===== src/common/fb_config.svh =====
`ifndef FB_CONFIG_SVH
`define FB_CONFIG_SVH

`define FB_NUM_CH        2      // write channels sharing the ddr port
`define FB_PIX_W         16     // rgb565 pixel
`define FB_DQ_W          256    // ddr word, 16 pixels
`define FB_PIX_PER_WORD  16
`define FB_ADDR_W        28     // byte address
`define FB_BURST_WORDS   4      // words per AXI burst
`define FB_WORD_BYTES    32
`define FB_FIFO_DEPTH    8      // two bursts per channel
`define FB_SIZE_W        12     // h_num / v_num width

`endif


===== src/common/fb_pkg.sv =====
`include "fb_config.svh"

package fb_pkg;

    typedef logic [`FB_PIX_W-1:0]            pix_t;
    typedef logic [`FB_DQ_W-1:0]             ddr_word_t;
    typedef logic [`FB_ADDR_W-1:0]           ddr_addr_t;
    typedef logic [`FB_SIZE_W-1:0]           frame_size_t;
    typedef logic [$clog2(`FB_NUM_CH)-1:0]   ch_idx_t;     // also the AXI id

    // AXI write master states
    typedef enum logic [1:0]
    {
        WR_IDLE,    // wait for a command
        WR_ADDR,    // awvalid up
        WR_DATA,    // beat run
        WR_DONE     // cmd_done pulse
    } axi_wr_state_t;

endpackage


===== src/source/axi_wr_ctrl.sv =====
`timescale 1ns/1ps
`include "fb_config.svh"

module axi_wr_ctrl
(
    input  logic                     ddr_clk,
    input  logic                     rst_n,
    input  logic                     cmd_en,
    input  fb_pkg::ddr_addr_t        cmd_addr,
    input  fb_pkg::ch_idx_t          cmd_id,
    output logic                     cmd_ready,
    output logic                     cmd_done,
    input  fb_pkg::ddr_word_t        ctrl_data,
    output logic                     data_re,
    output fb_pkg::ddr_addr_t        axi_awaddr,
    output logic [3:0]               axi_awid,
    output logic [3:0]               axi_awlen,
    output logic [2:0]               axi_awsize,
    output logic [1:0]               axi_awburst,
    input  logic                     axi_awready,
    output logic                     axi_awvalid,
    output fb_pkg::ddr_word_t        axi_wdata,
    output logic [`FB_DQ_W/8-1:0]    axi_wstrb,
    output logic                     axi_wlast,
    output logic                     axi_wvalid,
    input  logic                     axi_wready
);
    import fb_pkg::*;

    localparam int BEAT_W = $clog2(`FB_BURST_WORDS);

    axi_wr_state_t     state;
    axi_wr_state_t     state_nxt;
    logic [BEAT_W-1:0] beat_cnt;
    ch_idx_t           awid_q;

    always_comb
    begin
        state_nxt = state;
        case (state)
            WR_IDLE: if (cmd_en) state_nxt = WR_ADDR;
            WR_ADDR: if (axi_awready) state_nxt = WR_DATA;
            WR_DATA: if (axi_wready && axi_wlast) state_nxt = WR_DONE;
            default: state_nxt = WR_IDLE;       // done lasts one cycle
        endcase
    end

    always_ff @(posedge ddr_clk)
    begin
        if (!rst_n)
        begin
            state    <= WR_IDLE;
            beat_cnt <= '0;
        end
        else
        begin
            state <= state_nxt;
            if (state == WR_ADDR)
                beat_cnt <= '0;
            else if (data_re)
                beat_cnt <= beat_cnt + 1'b1;
        end
    end

    // latch the command on accept
    always_ff @(posedge ddr_clk)
    begin
        if (cmd_ready)
        begin
            axi_awaddr <= cmd_addr;
            awid_q     <= cmd_id;
        end
    end

    assign cmd_ready   = (state == WR_IDLE) && cmd_en;
    assign cmd_done    = (state == WR_DONE);
    assign axi_awvalid = (state == WR_ADDR);
    assign axi_awid    = 4'(awid_q);
    assign axi_awlen   = 4'(`FB_BURST_WORDS - 1);
    assign axi_awsize  = 3'($clog2(`FB_WORD_BYTES));  // 32 bytes per beat
    assign axi_awburst = 2'b01;                         // INCR
    assign axi_wstrb   = '1;

    assign axi_wvalid  = (state == WR_DATA);
    assign axi_wlast   = axi_wvalid && (beat_cnt == BEAT_W'(`FB_BURST_WORDS - 1));
    assign axi_wdata   = ctrl_data;                     // fifo head held until pop
    assign data_re     = axi_wvalid && axi_wready;

    // beat data comes from the fifo head and must hold through a wready stall
    assert property (@(posedge ddr_clk) disable iff (!rst_n)
        axi_wvalid && !axi_wready |=> axi_wvalid && $stable(axi_wdata))
        else $error("wdata changed while wvalid stalled");

endmodule


===== config.mk =====
export PLATFORM = sky130hd
export DESIGN_NAME = axi_wr_ctrl
export DESIGN_NICKNAME = d
export VERILOG_FILES = /design/src/common/fb_pkg.sv /design/src/source/axi_wr_ctrl.sv
export VERILOG_INCLUDE_DIRS = /design/src /design/src/common
export SDC_FILE = /design/constraint.sdc
export NUM_CORES = 1
export LEC_CHECK = 0
export ABC_AREA = 0
export CAP_MARGIN = 20
export CELL_PAD_IN_SITES_DETAIL_PLACEMENT = 1
export CELL_PAD_IN_SITES_GLOBAL_PLACEMENT = 1
export CORE_AREA = 2 2 241 243
export CTS_CLUSTER_DIAMETER = 60
export DETAILED_ROUTE_END_ITERATION = 8
export DIE_AREA = 0 0 243 245
export DONT_BUFFER_PORTS = 1
export MAX_ROUTING_LAYER = met4
export PLACE_DENSITY_LB_ADDON = 0.1
export SLEW_MARGIN = 20
export SYNTH_ARGS = -nofsm -noshare
export SYNTH_HDL_FRONTEND = slang
export SYNTH_SLANG_ARGS = --single-unit

===== constraint.sdc =====
create_clock -name ddr_clk -period 2.6 [get_ports ddr_clk]
set_clock_uncertainty 0.2 [all_clocks]
set_input_delay 0.52 -clock ddr_clk [delete_from_list [all_inputs] [get_ports ddr_clk]]
set_output_delay 0.52 -clock ddr_clk [all_outputs]
set_load 0.02 [all_outputs]

==> metrics.yaml <==
synth_top_area_share_pct: 66.1
fill_cells: 6861
period_share_pct: 87.2
num_vias: 1101
worstHoldStart: "cmd_addr[23]"
firstDrtPassIters: 3
cts_resized: 0
first_global_vias: 1076
dpl.hpwl_um: 7970
cts_made_buffers: 5
routed_via_density: 1.25
htreeDepth: 2
drive_above_1_share_pct: 5.26
fin_crit_ns: 2.27
gp_congestion: 0.621
synth_edf_count: 29
start_kind: "register"
cts_root_buffer: "clkbuf_16"
peakVddDrop_mv: 0.373
cts_tree: "built"
cpMaxStageDelayCell: "ha_1"
antenna_found_initial: 0
cp.required_ns: 1.88
seq_area_frac_synth_pct: 27.8
synthFlopType: "edfxtp_1"
nNetsFinal: 410
ant_nets: 0
grt_max_degree: 31
ys_warn_count: 0
hold_path_class: "in2reg"
cp_max_fo: 6
initial_core_util_pct: 5.99
grt_pass1_wl_um: 11000
synth_area_per_cell_sq_um: 9.36
hold_viol: 0
async_flop_share_pct: 0
syn_to_final_growth_pct: -29.0
dr_wl_met2_um: 4130
drt_iter0_markers: 23
worstPathArrival_ns: 1.55
synthTopCellsByCount: "301 x buf_4, 29 x edfxtp_1, 6 x ha_1, 6 x inv_1, 6 x nand2_1"
portBuffers: 0
wl_per_cell_um: 10.5
grt.overflow.total: 0
num_rows: 88
yosysMostFrequentCell: "buf_4"
m1WireLength_um: 1740
worstSetupEndpointType: "output port"
drt-total-wl_um: 9220
synth_seq_cells: 33
cts_setup_buffers: 0
dieArea_sq_mm: 0.0595
die_h_um: 245
p_leak_nw: 0.638
top_layer: "met4"
hold_buffers: 0
synth.largest_area_cell: "buf_4"
whs_ns: 0.134
io_pins: 625
worst_pin_slew_ns: 0.635
grt_setup_unrepaired: "no"
max_slew_margin_pct: 57.7
status: "finished, final reports clean"
synth_area_leaders: "buf_4 66%, edfxtp_1 25%, dfxtp_1 2.3%"
drcViolationCount: 0
n_antenna_cell: 0
clkSinkCount: 33
power_density_mw_per_mm2: 750
die_w_um: 243
core_area_sq_mm: 0.0570
fmax_ghz: 0.441
worstReg2RegStart: "state[1]"
drv_slew: 0
clock_path_buffers: 2
syn_inst: 365
max_cap_violations: 0
ys_types: 16
grt_use_total_pct: 2.84
path_cells: "inv_1, ha_1, nand2_1, inv_1"
worstSetupPathType: "reg2out"
netlist_area_sq_mm: 0.00342
cpMostUsedCell: "inv_1"
worstSetupStartpoint: "state[0]"
path_clk_slew_ns: 0.05
setup_tns_ns: 0
clk_latency_ns: 0.27
dr_wl_met3_um: 2530
setup_viol: 0
slowest_delay_ns: 0.42
## critical path, delay by kind of cell (launching register included)
kind / cells / cell delay (ns)
fa+ha+maj: 1 / 0.42
buf+inv: 2 / 0.30
simple gates: 1 / 0.19
flops: 1 / 0.36
## registers in the layout, summed over array words and instances (netlist names)
name	flops
state	2
awid_q	1
beat_cnt	2
axi_awaddr	28
## layout make-up
| cell class | count | area [sq um] | area share, % |
|---|---|---|---|
| inverters | 6 | 22.5 | 0.929 |
| repair buffers | 1 | 20.0 | 0.826 |
| clock inverters | 1 | 3.75 | 0.155 |
| multi-input cells | 67 | 342 | 14.1 |
| well taps | 765 | 957 | 39.5 |
| flip-flops and latches | 33 | 951 | 39.2 |
| clock buffers | 6 | 129 | 5.31 |
## cells in the final DEF, fill, tap and decap left out, types with 2 or more instances in the layout
| master | count |
|---|---|
| and2_1 | 2 |
| clkbuf_16 | 5 |
| conb_1 | 44 |
| dfxtp_1 | 4 |
| edfxtp_1 | 29 |
| ha_1 | 6 |
| inv_1 | 6 |
| mux2i_1 | 2 |
| nand2_1 | 6 |
## logic make-up (layout without fill, tap and decap cells)
group / count (synthesis) / in the layout / share of synthesized area (%)
buffers and inverters: 307 / 14 / 66.8
flip-flops: 33 / 33 / 27.8
AND/OR/NAND/NOR: 11 / 11 / 1.46
adder cells (fa/ha/maj): 6 / 6 / 2.20
AO/OA/AOI/OAI: 3 / 3 / 0.659
other: 2 / 44 / 0.220
multiplexers: 2 / 2 / 0.586
XOR/XNOR: 1 / 1 / 0.256
## final timing paths
path	slack, ns	endpoint	cells past startpoint
max	0.33	data_re	4
min	0.13	axi_awaddr[23]	0
max reg2reg	0.63	state[0]	4
min reg2reg	0.28	beat_cnt[1]	2
## per-layer routing
metal | track usage, % | vias to the layer above
met1 | 1.46 | 418
met4 | 2.85 | 0
met5 | - | -
met2 | 4.05 | 322
li1 | - | 280
met3 | 3.55 | 81
## power breakdown
| group | switching (W) | internal [W] | leakage [nW] |
|---|---|---|---|
| logic | 0.000243 | 0.0000834 | 0.265 |
| registers | 0.000198 | 0.000743 | 0.309 |
| clock network | 0.000205 | 0.000346 | 0.0644 |
| total | 0.000646 | 0.00117 | 0.638 |
## per-stage QoR
stage	instance area (sq um)	setup WS (ns)	total power [W]	instances	utilization, %
floorplan	3570	0.432	0.00179	407	-
global placement	2290	0.642	0.00130	872	4.02
detailed placement	2290	0.617	0.00129	872	4.02
CTS	2420	0.304	0.00187	879	4.25
global route	2420	0.196	0.00193	879	4.25
finish	2420	0.332	0.00182	879	4.25
Note: power is estimated with default switching activity, not from simulation.
