$ cat src/common/fb_config.svh
`ifndef FB_CONFIG_SVH
`define FB_CONFIG_SVH

`define FB_NUM_CH        2      // write channels sharing the ddr port
`define FB_PIX_W         16     // rgb565 pixel
`define FB_DQ_W          256    // ddr word, 16 pixels
`define FB_PIX_PER_WORD  16
`define FB_ADDR_W        28     // byte address
`define FB_BURST_WORDS   4      // words per AXI burst
`define FB_WORD_BYTES    32
`define FB_FIFO_DEPTH    8      // two bursts per channel
`define FB_SIZE_W        12     // h_num / v_num width

`endif

$ cat src/common/fb_pkg.sv
`include "fb_config.svh"

package fb_pkg;

    typedef logic [`FB_PIX_W-1:0]            pix_t;
    typedef logic [`FB_DQ_W-1:0]             ddr_word_t;
    typedef logic [`FB_ADDR_W-1:0]           ddr_addr_t;
    typedef logic [`FB_SIZE_W-1:0]           frame_size_t;
    typedef logic [$clog2(`FB_NUM_CH)-1:0]   ch_idx_t;     // also the AXI id

    // AXI write master states
    typedef enum logic [1:0]
    {
        WR_IDLE,    // wait for a command
        WR_ADDR,    // awvalid up
        WR_DATA,    // beat run
        WR_DONE     // cmd_done pulse
    } axi_wr_state_t;

endpackage

$ cat src/wr_buf/word_fifo.sv
`timescale 1ns/1ps
`include "fb_config.svh"

module word_fifo
(
    input  logic                                  ddr_clk,
    input  logic                                  rst_n,
    input  logic                                  push,
    input  logic [`FB_DQ_W-1:0]                   push_data,
    input  logic                                  pop,
    output logic [`FB_DQ_W-1:0]                   head,       // show-ahead
    output logic [$clog2(`FB_FIFO_DEPTH+1)-1:0]   count
);
    localparam int PTR_W = $clog2(`FB_FIFO_DEPTH);

    logic [`FB_DQ_W-1:0] mem [`FB_FIFO_DEPTH];
    logic [PTR_W-1:0]    wr_ptr;
    logic [PTR_W-1:0]    rd_ptr;

    always_ff @(posedge ddr_clk)
    begin
        if (push)
            mem[wr_ptr] <= push_data;
    end

    always_ff @(posedge ddr_clk)
    begin
        if (!rst_n)
        begin
            wr_ptr <= '0;
            rd_ptr <= '0;
            count  <= '0;
        end
        else
        begin
            if (push)
                wr_ptr <= (wr_ptr == PTR_W'(`FB_FIFO_DEPTH - 1)) ? '0 : wr_ptr + 1'b1;
            if (pop)
                rd_ptr <= (rd_ptr == PTR_W'(`FB_FIFO_DEPTH - 1)) ? '0 : rd_ptr + 1'b1;
            case ({push, pop})
                2'b10:   count <= count + 1'b1;
                2'b01:   count <= count - 1'b1;
                default: count <= count;        // both or neither
            endcase
        end
    end

    assign head = mem[rd_ptr];                  // valid whenever count != 0

    // video side has no back-pressure, master pops only what wr_req announced
    assert property (@(posedge ddr_clk) disable iff (!rst_n)
        !(push && count == `FB_FIFO_DEPTH) && !(pop && count == 0))
        else $error("word_fifo overflow or underflow");

endmodule

$ cat src/wr_buf/wr_buf.sv
`timescale 1ns/1ps
`include "fb_config.svh"

module wr_buf
(
    input  logic                ddr_clk,
    input  logic                rst_n,
    input  fb_pkg::ddr_addr_t   addr_offset,    // frame base in ddr
    input  fb_pkg::frame_size_t h_num,          // pixels per line
    input  fb_pkg::frame_size_t v_num,          // lines per frame
    input  logic                wr_fsync,
    input  logic                wr_en,
    input  fb_pkg::pix_t        wr_data,
    output logic                wr_req,
    output fb_pkg::ddr_addr_t   wr_addr,
    input  logic                wr_rdy,
    input  logic                wdata_req,
    output fb_pkg::ddr_word_t   ddr_wdata,
    input  logic                wr_done,
    output logic                init_done
);
    import fb_pkg::*;

    localparam int CNT_W    = $clog2(`FB_FIFO_DEPTH + 1);
    localparam int PCNT_W   = $clog2(`FB_PIX_PER_WORD);
    localparam int BPIX_SH  = $clog2(`FB_BURST_WORDS * `FB_PIX_PER_WORD);   // 64 pixels
    localparam int BBYTE_SH = $clog2(`FB_BURST_WORDS * `FB_WORD_BYTES);     // 128 bytes
    localparam int FPIX_W   = 2 * `FB_SIZE_W;
    localparam int BIDX_W   = FPIX_W - BPIX_SH;

    logic [PCNT_W-1:0] pix_cnt;         // pixels already in pack_q
    ddr_word_t         pack_q;
    ddr_word_t         pack_nxt;
    logic              word_push;
    logic [CNT_W-1:0]  fifo_cnt;
    logic              busy;            // command accepted, burst not done
    logic [BIDX_W-1:0] burst_idx;       // bursts sent in this frame
    logic [BIDX_W-1:0] last_bidx;
    logic [FPIX_W-1:0] frame_pix;

    // new pixel enters at the top, first pixel ends up in the low bits
    assign pack_nxt  = {wr_data, pack_q[`FB_DQ_W-1:`FB_PIX_W]};
    assign word_push = wr_en && !wr_fsync && (pix_cnt == PCNT_W'(`FB_PIX_PER_WORD - 1));

    always_ff @(posedge ddr_clk)
    begin
        if (wr_en)
            pack_q <= pack_nxt;
    end

    always_ff @(posedge ddr_clk)
    begin
        if (!rst_n)
            pix_cnt <= '0;
        else if (wr_fsync)
            pix_cnt <= '0;                  // realign to frame start
        else if (wr_en)
            pix_cnt <= word_push ? '0 : pix_cnt + 1'b1;
    end

    word_fifo u_word_fifo
    (
        .ddr_clk   (ddr_clk),
        .rst_n     (rst_n),
        .push      (word_push),
        .push_data (pack_nxt),              // sixteenth pixel goes in same cycle
        .pop       (wdata_req),
        .head      (ddr_wdata),
        .count     (fifo_cnt)
    );

    assign wr_req = (fifo_cnt >= CNT_W'(`FB_BURST_WORDS)) && !busy;

    always_ff @(posedge ddr_clk)
    begin
        if (!rst_n)
            busy <= 1'b0;
        else if (wr_rdy)
            busy <= 1'b1;
        else if (wr_done)
            busy <= 1'b0;
    end

    assign frame_pix = FPIX_W'(h_num) * FPIX_W'(v_num);
    assign last_bidx = frame_pix[FPIX_W-1:BPIX_SH] - 1'b1;     // needs multiple of 64
    assign wr_addr   = addr_offset + (ddr_addr_t'(burst_idx) << BBYTE_SH);

    always_ff @(posedge ddr_clk)
    begin
        if (!rst_n)
        begin
            burst_idx <= '0;
            init_done <= 1'b0;
        end
        else
        begin
            if (wr_fsync)
                burst_idx <= '0;
            else if (wr_done)
                burst_idx <= burst_idx + 1'b1;
            if (wr_done && burst_idx == last_bidx)
                init_done <= 1'b1;          // sticky, first full frame in ddr
        end
    end

endmodule

$ cat config.mk
export PLATFORM = sky130hd
export DESIGN_NAME = wr_buf
export DESIGN_NICKNAME = d
export VERILOG_FILES = /design/src/common/fb_pkg.sv /design/src/wr_buf/word_fifo.sv /design/src/wr_buf/wr_buf.sv
export VERILOG_INCLUDE_DIRS = /design/src /design/src/common
export SDC_FILE = /design/constraint.sdc
export NUM_CORES = 2
export LEC_CHECK = 0
export BUFFER_PORTS_ARGS = -buffer_cell sky130_fd_sc_hd__clkbuf_2
export CORE_ASPECT_RATIO = 1.2
export CORE_MARGIN = 1
export CORE_UTILIZATION = 56
export DETAILED_ROUTE_END_ITERATION = 10
export PLACE_DENSITY = 0.76
export SYNTH_ARGS = -nofsm -noshare
export SYNTH_HDL_FRONTEND = slang
export SYNTH_HIERARCHICAL = 1
export SYNTH_SLANG_ARGS = --single-unit
$ cat constraint.sdc
create_clock -name ddr_clk -period 23.6 [get_ports ddr_clk]
set_clock_uncertainty 0.2 [all_clocks]
set_input_delay 4.72 -clock ddr_clk [delete_from_list [all_inputs] [get_ports ddr_clk]]
set_output_delay 4.72 -clock ddr_clk [all_outputs]
set_load 0.005 [all_outputs]
==> key figures <==
Finish
  • Total area of multi-input combinational cells: approximately 21000 sq um
  • Non-filler cells in the finished layout: roughly 6900
  • Area added between synthesis and finish: 11.7%
  • Filler cell count: 10600
  • Share of cells above drive strength 1: between 30% and 40%
  • Final net count: ~4800
  • Area occupied by registers: between 60000 and 70000 sq um

Logic synthesis
  • Cells taking the most area after synthesis: edfxtp_1, mux4_2, mux2_2
  • Gate count of the mapped netlist: 4144
  • Share of synthesized area occupied by flip-flops and latches: roughly three quarters
  • Most common library cells after synthesis: edfxtp_1, mux4_2, mux2_2
  • Per-instance average area after synthesis: 22.2 sq um
  • Share of the synthesized area in the top cell type: between 70% and 80%
  • Flip-flop cell with the highest count after synthesis: edfxtp_1
  • Synthesis-stage register bit count: ~2300
  • Post-synth EDFFs: 2288
  • Cell taking the most area after synthesis: edfxtp_1
  • Distinct cells, synth: 73
  • Post-Synthesis Net Count: between 4000 and 5000
  • Cell area after synthesis: a little over 90000 sq um
  • Most repeated cell in the gate-level netlist after synthesis: edfxtp_1
  • Yosys warning total: 6
  • Fraction of registers with async set/reset: 0%

Pwr
  • Pwr dens: 89.3 nW/um^2
  • Peak VDD IR: 0.0767 mV
  • Leakage power total: around 33 nW

Timing
  • Hold slack final: approximately 0.27 ns
  • Count of endpoints failing setup in the final report: 0
  • Slew headroom: between 10% and 20%
  • F_max: between 70 and 80 MHz
  • Worst Tran Pin Value: 1.24 ns
  • Setup repair after global routing missed its margin: false
  • Minimum period implied by the final worst setup slack: between 10 and 15 ns
  • Smallest setup slack after layout: approximately 11 ns
  • Final critical-path share of the clock period: 55.0%
  • Final-layout setup total negative slack: 0 ns
  • Final Hold Vio Count: 0
  • Max Slew Vio Count: 0

Global route
  • Overall overflow remaining after global route: 0
  • Met2 routing resource usage after global routing: 38.8%
  • GRT Util Overall: between 20% and 30%
  • Via count of the first global-routing pass: approximately 44000
  • Met1 Track Usage GR: roughly 31%
  • Gr busiest metal: met2
  • Maximum number of pins on one net before global-route repair: about 150
  • Met3 Track Usage GR: 4.33%
  • First-pass GRT wire length: 279000 um
  • Antenna violations before repair: 4

Placed design
  • HPWL reported at the end of detailed placement: between 100000 and 150000 um
  • Routability congestion estimate: slightly below 0.8
  • Cells after DPL: about 6500
  • Post-place setup slack: ~11 ns
  • Count of buffers from port buffering: ~350

Routing
  • Residual DRC: 0
  • Number of detailed-route iterations in the first pass: 5
  • Detailed Route Iter0 Violations: between 3000 and 4000
  • Routed via count divided by cell count: about 6
  • Vias after detailed routing: 42100
  • Antenna violation net count after detailed routing: 0
  • WL final: 189000 um
  • Per-cell routed wire length: around 27 um

Setup path
  • Worst path slowest cell: fa_1
  • R2R depth: 9
  • Worst Path Class, Setup: in2out
  • Required @ worst endpoint: 18.68 ns
  • Critical-path maximum fanout: 4
  • Type of element launching the critical path: primary input
  • Crit path capture type: output pin
  • Cell with the most instances on the worst path: o21ai_0
  • Slack of the worst reg-to-reg path: between 15 and 20 ns
  • WP data arrival: roughly 8 ns
  • Worst flop-to-flop path startpoint: pix_cnt[0]
  • Capture instance of the worst register-to-register path: u_word_fifo/mem[7][147]
  • Cells along the critical path: clkbuf_2, ha_1, inv_1, fa_1, nor2b_1, o21ai_0, a21boi_0, o21ai_0, a21boi_0, o21ai_0, a21boi_0, o21ai_0, a211oi_1, o31a_1, nor4b_1, a211o_1, clkbuf_2
  • Stage delay of the slowest cell on the critical path: about 0.40 ns

Status
  • Status: finished clean

Clock network
  • Clock latency reported for the late side of the worst-skew pair: ~0.86 ns
  • Cts repair resizes: 0
  • Cell chosen for the clock root: clkbuf_16
  • Maximum buffer depth of the clock tree: 3
  • Hold buffer count at CTS: 0
  • TritonCTS sink count: ~2300
  • Number of buffers created by CTS: roughly 210
  • # Post-CTS Setup Buffers: 0
  • Clk pin slew, worst setup/hold paths: about 0.07 ns
  • Htree depth: 4
  • CTS tree: done

Die
  • Row count: roughly 160
  • Number of top-level pins: 361
  • X dimension of the die: approximately 370 um
  • Die area: about 170000 sq um
  • Area of the core: 163000 sq um
  • Height of the die: 446 um
  • Initial Utilization: a little under three fifths

Worst hold path
  • Worst hold start: u_word_fifo/count[3]
  • Hold Path Sink: u_word_fifo/count[3]
  • Min-delay worst type: reg2reg
  • Number of cells on the worst hold path: 2

Job
  • Reported max-cap violation count: 0
## report_power, final
group / total (W) / switching (W) / internal (W) / leakage (nW)
combinational: 0.00118 / 0.000652 / 0.000525 / 8.70
sequential: 0.00463 / 0.0000671 / 0.00457 / 21.0
clock: 0.00336 / 0.00148 / 0.00188 / 3.33
## critical path, delay by kind of cell
| kind | cells | cell delay [ns] |
|---|---|---|
| buf+inv | 3 | 0.26 |
| compound gates | 10 | 2.33 |
| fa+ha+maj | 2 | 0.56 |
| simple gates | 2 | 0.20 |
## state kept, by name (all words and copies together) (netlist names), named ones only
| register | flops |
|---|---|
| pix_cnt | 4 |
| u_word_fifo/count | 4 |
| busy | 1 |
| u_word_fifo/rd_ptr | 3 |
| u_word_fifo/mem | 2048 |
| init_done | 1 |
| burst_idx | 18 |
| pack_q | 240 |
| u_word_fifo/wr_ptr | 3 |
## placed cells by master (no fill, tap or decap), drive strengths merged, types with 6 or more instances in the layout
cell / instances
ha: 86
clkinvlp: 6
mux4: 512
buf: 57
inv: 136
nand2: 120
fa: 100
nor3: 17
nor2b: 10
nor2: 53
or3: 14
edfxtp: 2288
o21ai: 34
nand3: 15
clkbuf: 591
xnor2: 27
a21oi: 30
mux2: 256
xor2: 31
and2: 68
mux2i: 10
nand4: 7
bufinv: 22
nand2b: 13
clkinv: 103
dfxtp: 37
## per-layer routing
metal,vias to the layer above,share of wire (%),wire length [um]
li1,17800,-,-
met1,22400,40,74800
met2,1631,51,96600
met3,243,7.1,13300
met4,0,2.1,4030
met5,-,0,0
## metrics by stage
stage,utilization [%],cell area (sq um),power (W)
2_1_floorplan,-,91900,0.00560
3_3_place_gp,58.9,95800,0.00587
3_5_place_dp,58.9,95800,0.00590
4_1_cts,63.1,103000,0.00924
5_1_grt,63.1,103000,0.00951
6_report,63.1,103000,0.00917
## worst max-delay path by stage
stage	startpoint	end	slack, ns	cells after the start
2_1_floorplan	wr_en	u_word_fifo/mem[6][0]	6.02	4
3_3_place_gp	addr_offset[7]	wr_addr[27]	10.89	17
3_5_place_dp	addr_offset[7]	wr_addr[27]	10.66	17
4_1_cts	addr_offset[7]	wr_addr[27]	10.64	17
5_1_grt	addr_offset[7]	wr_addr[27]	10.05	17
6_report	addr_offset[7]	wr_addr[27]	10.62	17
## layout make-up
type	count	share of cell area, %
inverter	129	0.472
antenna	2	0.00487
timing repair buffer	402	2.26
sequential	2325	67.6
clock buffer	246	5.23
multi-input combinational	1507	20.3
clock inverter	138	1.44
tap	2132	2.60
## kinds of logic after synthesis
group,synth area share (%)
simple gates,1.94
fa+ha+maj,3.35
compound gates,1.02
flops,75.6
buf+inv,1.76
xor+xnor,0.553
mux,15.8
Note: power is estimated with default switching activity, not from simulation.
